## src/hw/cam_consts.svh

```systemverilog
// Frame, crop window, DMA transfer and FIFO depth constants

`ifndef CAM_CONSTS_SVH
`define CAM_CONSTS_SVH

// Incoming MIPI frame
`define CAM_FRAME_WIDTH 32
`define CAM_FRAME_HEIGHT 8

// Crop window with width and x offset in multiples of 4
`define CAM_CROP_WIDTH 16
`define CAM_CROP_HEIGHT 4
`define CAM_CROP_X_OFFSET 8
`define CAM_CROP_Y_OFFSET 2

// Beats per DMA transfer
`define CAM_DMA_TRANSFER_LENGTH 16

// Buffer depths
`define CAM_REMAP_FIFO_DEPTH 8
`define CAM_DMA_FIFO_DEPTH 32

`endif

```

## src/hw/cam_pkg.sv

```systemverilog
// Pixel, pixel-group and debug-bundle types for the camera capture path

package cam_pkg;

   // One pixel after RAW10 truncation
   typedef logic [7:0] pixel_t;

   // Four pixels of one 4PPC beat with p0 as the leftmost
   typedef struct packed {
      pixel_t p3;
      pixel_t p2;
      pixel_t p1;
      pixel_t p0;
   } quad_pix_t;

   // Two pixels of one 2PPC beat with p0 as the left one
   typedef struct packed {
      pixel_t p1;
      pixel_t p0;
   } pair_pix_t;

   // Sticky FIFO error flags and traffic counters
   typedef struct packed {
      logic        remap_overflow;
      logic        remap_underflow;
      logic        dma_overflow;
      logic        dma_underflow;
      logic [31:0] dma_wcount;
      logic [31:0] dma_rcount;
   } debug_t;

endpackage

```

## src/hw/sync_fifo.sv

```systemverilog
// Single-clock first-word-fall-through FIFO with overflow and underflow pulses

module sync_fifo #(
   parameter type payload_t = logic [7:0],
   parameter int  depth     = 8
) (
   input  logic     mipi_pclk,
   input  logic     rst_n,
   input  logic     wr_en,
   input  payload_t wdata,
   input  logic     rd_en,
   output payload_t rdata,
   output logic     empty,
   output logic     overflow,
   output logic     underflow
);

   localparam int aw = (depth > 1) ? $clog2(depth) : 1;
   localparam int cw = $clog2(depth + 1);

   payload_t        mem [depth];
   logic [aw-1:0]   wr_ptr;
   logic [aw-1:0]   rd_ptr;
   logic [cw-1:0]   count;
   logic            full;
   logic            do_wr;
   logic            do_rd;

   assign full  = (count == cw'(depth));
   assign empty = (count == '0);
   assign do_wr = wr_en & ~full;
   assign do_rd = rd_en & ~empty;

   // Head of the queue is always visible
   assign rdata = mem[rd_ptr];

   always_ff @(posedge mipi_pclk) begin
      if (do_wr) begin
         mem[wr_ptr] <= wdata;
      end
   end

   always_ff @(posedge mipi_pclk) begin
      if (!rst_n) begin
         wr_ptr    <= '0;
         rd_ptr    <= '0;
         count     <= '0;
         overflow  <= 1'b0;
         underflow <= 1'b0;
      end else begin
         if (do_wr) begin
            wr_ptr <= (wr_ptr == aw'(depth - 1)) ? '0 : wr_ptr + 1'b1;
         end
         if (do_rd) begin
            rd_ptr <= (rd_ptr == aw'(depth - 1)) ? '0 : rd_ptr + 1'b1;
         end
         count     <= count + cw'(do_wr) - cw'(do_rd);
         // A write into a full buffer is lost
         overflow  <= wr_en & full;
         underflow <= rd_en & empty;
      end
   end

endmodule

```

## src/hw/cam_input_stage.sv

```systemverilog
// Camera input registers, 8-bit extraction, sync edges, position counters and crop window

`include "cam_consts.svh"

module cam_input_stage (
   input  logic               mipi_pclk,
   input  logic               rst_n,
   input  logic [63:0]        mipi_cam_data,
   input  logic               mipi_cam_valid,
   input  logic               mipi_cam_hs,
   input  logic               mipi_cam_vs,
   input  logic               capture_en,
   output cam_pkg::quad_pix_t quad_out,
   output logic               quad_valid,
   output logic               vs_fall
);

   // Column counter runs in 4-pixel groups
   localparam int x_w  = $clog2(`CAM_FRAME_WIDTH / 4 + 1);
   localparam int y_w  = $clog2(`CAM_FRAME_HEIGHT + 1);
   localparam int x_lo = `CAM_CROP_X_OFFSET / 4;
   localparam int x_hi = (`CAM_CROP_X_OFFSET + `CAM_CROP_WIDTH) / 4;
   localparam int y_lo = `CAM_CROP_Y_OFFSET;
   localparam int y_hi = `CAM_CROP_Y_OFFSET + `CAM_CROP_HEIGHT;

   logic [39:0]    cam_data;
   logic           cam_valid;
   logic           cam_hs;
   logic           cam_hs_r;
   logic           cam_vs;
   logic           cam_vs_r;
   logic           hs_fall;
   logic           in_window;
   logic [x_w-1:0] x_count;
   logic [y_w-1:0] y_count;

   ////////////////////////////////////////////////////////////
   // Input registers
   ////////////////////////////////////////////////////////////

   // Only the low 40 bits carry RAW10 pixels
   always_ff @(posedge mipi_pclk) begin
      cam_data <= mipi_cam_data[39:0];
   end

   always_ff @(posedge mipi_pclk) begin
      if (!rst_n) begin
         cam_valid <= 1'b0;
         cam_hs    <= 1'b0;
         cam_hs_r  <= 1'b0;
         cam_vs    <= 1'b0;
         cam_vs_r  <= 1'b0;
      end else begin
         cam_valid <= mipi_cam_valid;
         cam_hs    <= mipi_cam_hs;
         cam_hs_r  <= cam_hs;
         cam_vs    <= mipi_cam_vs;
         cam_vs_r  <= cam_vs;
      end
   end

   assign hs_fall = cam_hs_r & ~cam_hs;
   assign vs_fall = cam_vs_r & ~cam_vs;

   // Top 8 of each 10-bit pixel
   assign quad_out.p0 = cam_data[9:2];
   assign quad_out.p1 = cam_data[19:12];
   assign quad_out.p2 = cam_data[29:22];
   assign quad_out.p3 = cam_data[39:32];

   ////////////////////////////////////////////////////////////
   // Position counters and crop window
   ////////////////////////////////////////////////////////////

   always_ff @(posedge mipi_pclk) begin
      if (!rst_n) begin
         x_count <= '0;
         y_count <= '0;
      end else begin
         if (vs_fall || hs_fall) begin
            x_count <= '0;
         end else if (cam_valid) begin
            x_count <= x_count + 1'b1;
         end
         if (vs_fall) begin
            y_count <= '0;
         end else if (hs_fall) begin
            y_count <= y_count + 1'b1;
         end
      end
   end

   assign in_window = (x_count >= x_w'(x_lo)) && (x_count < x_w'(x_hi)) &&
                      (y_count >= y_w'(y_lo)) && (y_count < y_w'(y_hi));

   assign quad_valid = cam_valid & in_window & capture_en;

endmodule

```

## src/hw/capture_control.sv

```systemverilog
// Trigger synchronizer and one-frame capture window

module capture_control (
   input  logic mipi_pclk,
   input  logic rst_n,
   input  logic trigger_capture_frame,
   input  logic vs_fall,
   output logic capture_en
);

   logic trig_r1;
   logic trig_r2;
   logic trig_r3;
   logic trig_rise;
   logic trig_hold;

   assign trig_rise = trig_r2 & ~trig_r3;

   always_ff @(posedge mipi_pclk) begin
      if (!rst_n) begin
         trig_r1    <= 1'b0;
         trig_r2    <= 1'b0;
         trig_r3    <= 1'b0;
         trig_hold  <= 1'b0;
         capture_en <= 1'b0;
      end else begin
         trig_r1 <= trigger_capture_frame;
         trig_r2 <= trig_r1;
         trig_r3 <= trig_r2;

         // Request waits here until the next frame boundary
         if (trig_rise) begin
            trig_hold <= 1'b1;
         end else if (vs_fall) begin
            trig_hold <= 1'b0;
         end

         // Open on the first vsync fall after a request, close on the next one
         if (trig_hold && vs_fall) begin
            capture_en <= 1'b1;
         end else if (capture_en && vs_fall) begin
            capture_en <= 1'b0;
         end
      end
   end

endmodule

```

## src/hw/pixel_remap_4to2.sv

```systemverilog
// 4PPC buffer FIFO and split into 2PPC pixel pairs

`include "cam_consts.svh"

module pixel_remap_4to2 (
   input  logic               mipi_pclk,
   input  logic               rst_n,
   input  cam_pkg::quad_pix_t quad_in,
   input  logic               quad_valid,
   output cam_pkg::pair_pix_t pair_out,
   output logic               pair_valid,
   output logic               overflow,
   output logic               underflow
);

   import cam_pkg::*;

   quad_pix_t head;
   pair_pix_t hi_pair;
   logic      fifo_empty;
   logic      phase;
   logic      pop;
   logic      pop_r;

   sync_fifo #(
      .payload_t (quad_pix_t),
      .depth     (`CAM_REMAP_FIFO_DEPTH)
   ) i_remap_fifo (
      .mipi_pclk (mipi_pclk),
      .rst_n     (rst_n),
      .wr_en     (quad_valid),
      .wdata     (quad_in),
      .rd_en     (pop),
      .rdata     (head),
      .empty     (fifo_empty),
      .overflow  (overflow),
      .underflow (underflow)
   );

   // Pop at most every other cycle since each quad gives two output beats
   assign pop = phase & ~fifo_empty;

   always_ff @(posedge mipi_pclk) begin
      if (!rst_n) begin
         phase <= 1'b0;
         pop_r <= 1'b0;
      end else begin
         phase <= ~phase;
         pop_r <= pop;
      end
   end

   // Right half waits one cycle
   always_ff @(posedge mipi_pclk) begin
      hi_pair.p0 <= head.p2;
      hi_pair.p1 <= head.p3;
   end

   assign pair_valid  = pop | pop_r;
   assign pair_out.p0 = pop ? head.p0 : hi_pair.p0;
   assign pair_out.p1 = pop ? head.p1 : hi_pair.p1;

endmodule

```

## src/hw/dma_writer.sv

```systemverilog
// DMA FIFO, init synchronizer, write enable, beat counter and last flag

`include "cam_consts.svh"

module dma_writer (
   input  logic               mipi_pclk,
   input  logic               rst_n,
   input  cam_pkg::pair_pix_t pair_in,
   input  logic               pair_valid,
   input  logic               cam_dma_init_done,
   input  logic               cam_dma_wready,
   output logic               cam_dma_wvalid,
   output logic               cam_dma_wlast,
   output logic [63:0]        cam_dma_wdata,
   output logic               fifo_empty,
   output logic               write_en,
   output logic               overflow,
   output logic               underflow
);

   import cam_pkg::*;

   localparam int cnt_w = $clog2(`CAM_DMA_TRANSFER_LENGTH);

   pair_pix_t        head;
   logic             init_r1;
   logic             init_r2;
   logic             init_r3;
   logic             beat;
   logic [cnt_w-1:0] beat_count;

   sync_fifo #(
      .payload_t (pair_pix_t),
      .depth     (`CAM_DMA_FIFO_DEPTH)
   ) i_dma_fifo (
      .mipi_pclk (mipi_pclk),
      .rst_n     (rst_n),
      .wr_en     (pair_valid),
      .wdata     (pair_in),
      .rd_en     (beat),
      .rdata     (head),
      .empty     (fifo_empty),
      .overflow  (overflow),
      .underflow (underflow)
   );

   // Offered whenever enabled and data is waiting
   assign cam_dma_wvalid = write_en & ~fifo_empty;
   assign beat           = cam_dma_wvalid & cam_dma_wready;
   assign cam_dma_wlast  = cam_dma_wvalid &
                           (beat_count == cnt_w'(`CAM_DMA_TRANSFER_LENGTH - 1));

   // Left pixel in the low word, right pixel in the high word
   assign cam_dma_wdata = {24'd0, head.p1, 24'd0, head.p0};

   always_ff @(posedge mipi_pclk) begin
      if (!rst_n) begin
         init_r1    <= 1'b0;
         init_r2    <= 1'b0;
         init_r3    <= 1'b0;
         write_en   <= 1'b0;
         beat_count <= '0;
      end else begin
         init_r1 <= cam_dma_init_done;
         init_r2 <= init_r1;
         init_r3 <= init_r2;
         // One transfer per init rising edge
         if (init_r2 && !init_r3) begin
            write_en <= 1'b1;
         end else if (beat && cam_dma_wlast) begin
            write_en <= 1'b0;
         end
         if (beat) begin
            beat_count <= cam_dma_wlast ? '0 : beat_count + 1'b1;
         end
      end
   end

endmodule

```

## src/hw/cam_debug_regs.sv

```systemverilog
// Sticky FIFO error flags, pair and beat counters, DMA status word

module cam_debug_regs (
   input  logic              mipi_pclk,
   input  logic              rst_n,
   input  logic              remap_overflow,
   input  logic              remap_underflow,
   input  logic              dma_overflow,
   input  logic              dma_underflow,
   input  logic              pair_valid,
   input  logic              dma_beat,
   input  logic              fifo_empty,
   input  logic              write_en,
   input  logic              cam_dma_wready,
   output cam_pkg::debug_t   debug,
   output logic [31:0]       debug_cam_dma_status
);

   logic beat_done;

   // dma_beat carries the offered wvalid and a beat completes with wready
   assign beat_done = dma_beat & cam_dma_wready;

   always_ff @(posedge mipi_pclk) begin
      if (!rst_n) begin
         debug <= '0;
      end else begin
         debug.remap_overflow  <= debug.remap_overflow | remap_overflow;
         debug.remap_underflow <= debug.remap_underflow | remap_underflow;
         debug.dma_overflow    <= debug.dma_overflow | dma_overflow;
         debug.dma_underflow   <= debug.dma_underflow | dma_underflow;
         if (pair_valid) begin
            debug.dma_wcount <= debug.dma_wcount + 32'd1;
         end
         if (beat_done) begin
            debug.dma_rcount <= debug.dma_rcount + 32'd1;
         end
      end
   end

   assign debug_cam_dma_status = {29'd0, fifo_empty, write_en, cam_dma_wready};

endmodule

```

## src/hw/cam_capture_top.sv

```systemverilog
// Capture front end top level connecting input stage, capture control, remap, DMA and debug

module cam_capture_top (
   input  logic            mipi_pclk,
   input  logic            rst_n,
   input  logic [63:0]     mipi_cam_data,
   input  logic            mipi_cam_valid,
   input  logic            mipi_cam_hs,
   input  logic            mipi_cam_vs,
   input  logic            trigger_capture_frame,
   input  logic            cam_dma_init_done,
   input  logic            cam_dma_wready,
   output logic            cam_dma_wvalid,
   output logic [63:0]     cam_dma_wdata,
   output logic            cam_dma_wlast,
   output cam_pkg::debug_t debug,
   output logic [31:0]     debug_cam_dma_status
);

   import cam_pkg::*;

   quad_pix_t quad;
   pair_pix_t pair;
   logic      quad_valid;
   logic      pair_valid;
   logic      vs_fall;
   logic      capture_en;
   logic      remap_overflow;
   logic      remap_underflow;
   logic      dma_overflow;
   logic      dma_underflow;
   logic      fifo_empty;
   logic      write_en;

   ////////////////////////////////////////////////////////////
   // Pixel path
   ////////////////////////////////////////////////////////////

   cam_input_stage i_input_stage (
      .mipi_pclk      (mipi_pclk),
      .rst_n          (rst_n),
      .mipi_cam_data  (mipi_cam_data),
      .mipi_cam_valid (mipi_cam_valid),
      .mipi_cam_hs    (mipi_cam_hs),
      .mipi_cam_vs    (mipi_cam_vs),
      .capture_en     (capture_en),
      .quad_out       (quad),
      .quad_valid     (quad_valid),
      .vs_fall        (vs_fall)
   );

   capture_control i_capture_control (
      .mipi_pclk             (mipi_pclk),
      .rst_n                 (rst_n),
      .trigger_capture_frame (trigger_capture_frame),
      .vs_fall               (vs_fall),
      .capture_en            (capture_en)
   );

   pixel_remap_4to2 i_remap (
      .mipi_pclk  (mipi_pclk),
      .rst_n      (rst_n),
      .quad_in    (quad),
      .quad_valid (quad_valid),
      .pair_out   (pair),
      .pair_valid (pair_valid),
      .overflow   (remap_overflow),
      .underflow  (remap_underflow)
   );

   ////////////////////////////////////////////////////////////
   // DMA stream and debug
   ////////////////////////////////////////////////////////////

   dma_writer i_dma_writer (
      .mipi_pclk         (mipi_pclk),
      .rst_n             (rst_n),
      .pair_in           (pair),
      .pair_valid        (pair_valid),
      .cam_dma_init_done (cam_dma_init_done),
      .cam_dma_wready    (cam_dma_wready),
      .cam_dma_wvalid    (cam_dma_wvalid),
      .cam_dma_wlast     (cam_dma_wlast),
      .cam_dma_wdata     (cam_dma_wdata),
      .fifo_empty        (fifo_empty),
      .write_en          (write_en),
      .overflow          (dma_overflow),
      .underflow         (dma_underflow)
   );

   cam_debug_regs i_debug_regs (
      .mipi_pclk            (mipi_pclk),
      .rst_n                (rst_n),
      .remap_overflow       (remap_overflow),
      .remap_underflow      (remap_underflow),
      .dma_overflow         (dma_overflow),
      .dma_underflow        (dma_underflow),
      .pair_valid           (pair_valid),
      .dma_beat             (cam_dma_wvalid),
      .fifo_empty           (fifo_empty),
      .write_en             (write_en),
      .cam_dma_wready       (cam_dma_wready),
      .debug                (debug),
      .debug_cam_dma_status (debug_cam_dma_status)
   );

endmodule

```

## config.mk

```make
export PLATFORM = sky130hd
export DESIGN_NAME = cam_capture_top
export DESIGN_NICKNAME = d
export VERILOG_FILES = /design/src/hw/cam_pkg.sv /design/src/hw/sync_fifo.sv /design/src/hw/cam_input_stage.sv /design/src/hw/capture_control.sv /design/src/hw/pixel_remap_4to2.sv /design/src/hw/dma_writer.sv /design/src/hw/cam_debug_regs.sv /design/src/hw/cam_capture_top.sv
export VERILOG_INCLUDE_DIRS = /design/src /design/src/hw
export SDC_FILE = /design/constraint.sdc
export NUM_CORES = 1
export LEC_CHECK = 0
export ABC_AREA = 1
export BUFFER_PORTS_ARGS = -buffer_cell sky130_fd_sc_hd__clkbuf_2
export CAP_MARGIN = 40
export CELL_PAD_IN_SITES_DETAIL_PLACEMENT = 1
export CELL_PAD_IN_SITES_GLOBAL_PLACEMENT = 2
export CORE_ASPECT_RATIO = 1.25
export CORE_MARGIN = 2
export CORE_UTILIZATION = 35
export CTS_CLUSTER_DIAMETER = 30
export DETAILED_ROUTE_END_ITERATION = 8
export PLACE_DENSITY = 0.83
export SETUP_SLACK_MARGIN = 0.02
export SLEW_MARGIN = 20
export SYNTH_ARGS = -nofsm -noshare
export SYNTH_HDL_FRONTEND = slang
export SYNTH_SLANG_ARGS = --single-unit
```

## constraint.sdc

```tcl
create_clock -name mipi_pclk -period 3 [get_ports mipi_pclk]
set_input_delay 0.45 -clock mipi_pclk [delete_from_list [all_inputs] [get_ports mipi_pclk]]
set_output_delay 0.45 -clock mipi_pclk [all_outputs]
set_load 0.005 [all_outputs]
```

==> summary.md <==
| Metric | Value |
|---|---|
| Outcome | finished, violations left |
| Violated checks | setup timing |
| Post-DP HPWL | approximately 62000 um |
| Antenna cells | 0 |
| Clock-pin slew of the registers on the worst-case setup and hold paths | 0.05 ns |
| WHS | 0.07483 ns |
| TritonCTS clock tree | yes |
| Ranking of synthesized cells by area | edfxtp_1 (59%), dfxtp_1 (9.3%), nand2_1 (9.0%) |
| Worst-Skew Late Latency | 0.80 ns |
| Via/cell ratio | 5.050 |
| Maximum root-to-sink buffer count | 3 |
| Post-route ant nets | 0 |
| F_max | 327.5 MHz |
| Max-cap violation count | 0 |
| Synth async-reset ratio | 0 |
| Pin count of the biggest net entering global routing | 66 |
| I/O pin count | 238 |
| Synthesized instance count | 3567 |
| Worst rel slew slack | 0.5859 |
| Htree depth | 4 |
| Worst Path Required | 2.55 ns |
| I/O Buffers | 128 |
| GR Layer Usage met3 | 0.03318 |
| Top delay family on crit path | buffers and inverters |
| Crit-path max FO | 7 |
| Mux cell area share after synthesis | 0 |
| Cells after DPL | 5088 |
| Synth warnings | 0 |
| Clock Sinks | 950 |
| Crit path kind | flip-flop to output port |
| Synth Area in Adders | 0.01096 |
| Layout cells sized above 1 | 0.1827 |
| Wire length per cell | 20.96 um |
| Post-synthesis xor/xnor area fraction | 0.002019 |
| Max-slew violations | 0 |
| Worst hold path class | input port to flip-flop |
| Die width | slightly above 300 um |
| Die area | 114300 um2 |
| Ys flop type | edfxtp_1 |
| Tightest Pin Transition | 0.6211 ns |
| Mean Syn Cell Area | 10.95 um2 |
| Post-Synth Simple-Gate Area | 0.2007 |
| Routed WL | around 120000 um |
| Number of global-route vias before repair | 29880 |
| Global-route wire length before repair | roughly 170000 um |
| Synth Area in Compound Gates | 0.04752 |
| Clk root buf | clkbuf_16 |
| Nets | approximately 4000 |
| TritonRoute pass-1 iters | 5 |
| Routability Congestion | between 0.7 and 0.8 |
| Final worst slack | -0.05389 ns |
| Crit path max-delay cell type | dfxtp_4 |
| Finished Layout Cells | between 5000 and 6000 |
| Global Route Usage Sum | 0.2013 |
| Grt ovf | 0 |
| Total number of vias | 27710 |
| Worst stage delay on the critical path | 0.39 ns |
| Starting Density | 0.3515 |
| Most frequent CP cell | buf_12 |
| Met2 Resource Use GR | 0.3690 |
| Pwr per Cell Area | 846.1 nW/um2 |
| Worst VDD drop | 0.0005611 V |
| Min Tclk post-route | 3.054 ns |
| GR met1 Demand/Resource | 0.2310 |
| Cell breakdown of the critical path | buf_12 -> inv_16 -> buf_16 -> buf_12 -> buf_12 -> buf_16 -> nand2_2 -> nand3_2 -> nand3_2 -> a21oi_2 -> o21a_4 -> clkbuf_2 |
| #FFs+latches synth | 950 |
| Initial antenna violation count | 0 |
| Final setup vio count | 10 |
| Reg2reg setup slack | 0.46 ns |
| Final Skew | ~0.08 ns |
| Final Util | 0.4451 |
| Total Power | approximately 0.042 W |
| Critical Path End Type | output port |
| Netlist Area Pre-Place | 39050 um2 |
| Final Hold Vio Count | 0 |
| Std-Cell Rows | 137 |
| Area grow syn2layout | 26.62% |
| Arr. time, crit path | approximately 2.6 ns |
| GRT busiest layer | met2 |
| Residual DRC | 0 |
| Register area share after synthesis | 0.6839 |
| Most common cell after layout, fill and taps aside | nand2_1 |
| Yosys top cell area share | 0.5906 |
| Core box area | 111100 um2 |
| Buf/Inv on CP | 7 |
| Die Span Y | 377.4 um |
| CP startpoint kind | flip-flop |
| Num CTS Buffers | 170 |
| Iter 0 DRT Violations | 1599 |
| Placement Setup Slack | about 0.43 ns |
| Largest family of logic cells by synthesized area | simple AND/OR/NAND/NOR gates |
| Most frequent cells in the layout | nand2_1 (903), edfxtp_1 (768), nand3_1 (423) |
| P_leak | ~18 nW |
| Cell variety after synth | 43 |
| Largest area contributor in the netlist | edfxtp_1 |
| EDFF count, synth | 768 |
| RSZ-0062 raised after global routing | yes |
| Tcrit/Tclk final | 1.018 |
routing by layer:
layer / up-vias / routed length [um]
met5: - / 0
met4: 0 / 3895
met3: 239 / 4998
met2: 696 / 61080
met1: 13950 / 45050
li1: 12820 / -
power by group:
group / internal (W) / leakage (nW) / switching, W / total, W
sequential: 0.0159 / 8.41 / 0.000294 / 0.0162
combinational: 0.00161 / 7.00 / 0.00416 / 0.00577
clock: 0.0127 / 2.89 / 0.00712 / 0.0198
state kept, by name (all words and copies together) (netlist names), 5 cells and up, named ones only:
register,count
i_dma_writer.i_dma_fifo.wr_ptr,5
i_debug_regs.debug,68
i_input_stage.cam_data,32
i_remap.i_remap_fifo.mem,256
i_remap.hi_pair,16
i_dma_writer.i_dma_fifo.mem,512
i_dma_writer.i_dma_fifo.count,6
i_dma_writer.i_dma_fifo.rd_ptr,5
area by class of cell:
class / count / area (um2)
Tap cell: 1459 / 1826
Inverter: 146 / 581.8
Clock buffer: 203 / 4509
Timing Repair Buffer: 320 / 3242
Multi-Input combinational cell: 2293 / 11010
Sequential cell: 950 / 26720
Timing Repair inverter: 2 / 25.02
Fill cell: 11950 / 61640
Clock inverter: 114 / 1523
path summary, 6_finish.rpt:
check,startpoint,to,depth (start not counted)
setup / recovery,flip-flop,cam_dma_wdata[6],12
hold / removal,rst_n,i_input_stage.y_count[2]$_SDFFE_PP0P_,5
hold reg to reg,i_capture_control.trig_r1$_SDFF_PN0_,i_capture_control.trig_r2$_SDFF_PN0_,2
setup reg to reg,i_remap.i_remap_fifo.count[2]$_SDFF_PN0_,i_dma_writer.i_dma_fifo.count[4]$_SDFF_PN0_,16
worst min-delay path: cells and delay by family:
family          cells  cell delay (ns)
simple gates        2             0.15
buf+inv             2             0.15
compound gates      1             0.03
cell usage after synthesis (21+ instances only):
library cell,instances
a21oi_1,71
buf_2,79
buf_4,93
buf_6,24
clkbuf_1,50
dfxtp_1,182
edfxtp_1,768
ha_1,31
inv_1,137
nand2_1,938
nand3_1,464
nor2_1,373
nor3_1,23
o211ai_1,32
o21a_1,21
o21ai_0,148
o32ai_1,32
timing repair:
item | 4_1_cts | 5_1_grt
endpoints found under the setup margin | 16 | 16
hold buffers | 37 | 0
gates resized for setup | 111 | 41
pin swaps | 25 | 20
gates cloned | 21 | 4
hold endpoints to repair | 37 | 0
buffers inserted | 18 | 0
per-stage QoR:
| step | instance area, um2 | TNS [ns] |
|---|---|---|
| finish | 49440 | -0.2349 |
| global route | 49440 | -1.756 |
| CTS | 49150 | -0.4563 |
| detailed placement | 41490 | 0 |
| global placement | 41470 | 0 |
| floorplan | 39340 | 0 |
cells by family (layout without fill, tap and decap cells):
| group | after synthesis | after routing |
|---|---|---|
| other | 1 | 79 |
| flip-flops | 950 | 950 |
| AND/OR/NAND/NOR | 1857 | 1857 |
| XOR/XNOR | 9 | 9 |
| adder cells (fa/ha/maj) | 33 | 33 |
| AO/OA/AOI/OAI | 315 | 315 |
| buffers and inverters | 402 | 785 |
Note: power is estimated with default switching activity, not from simulation.
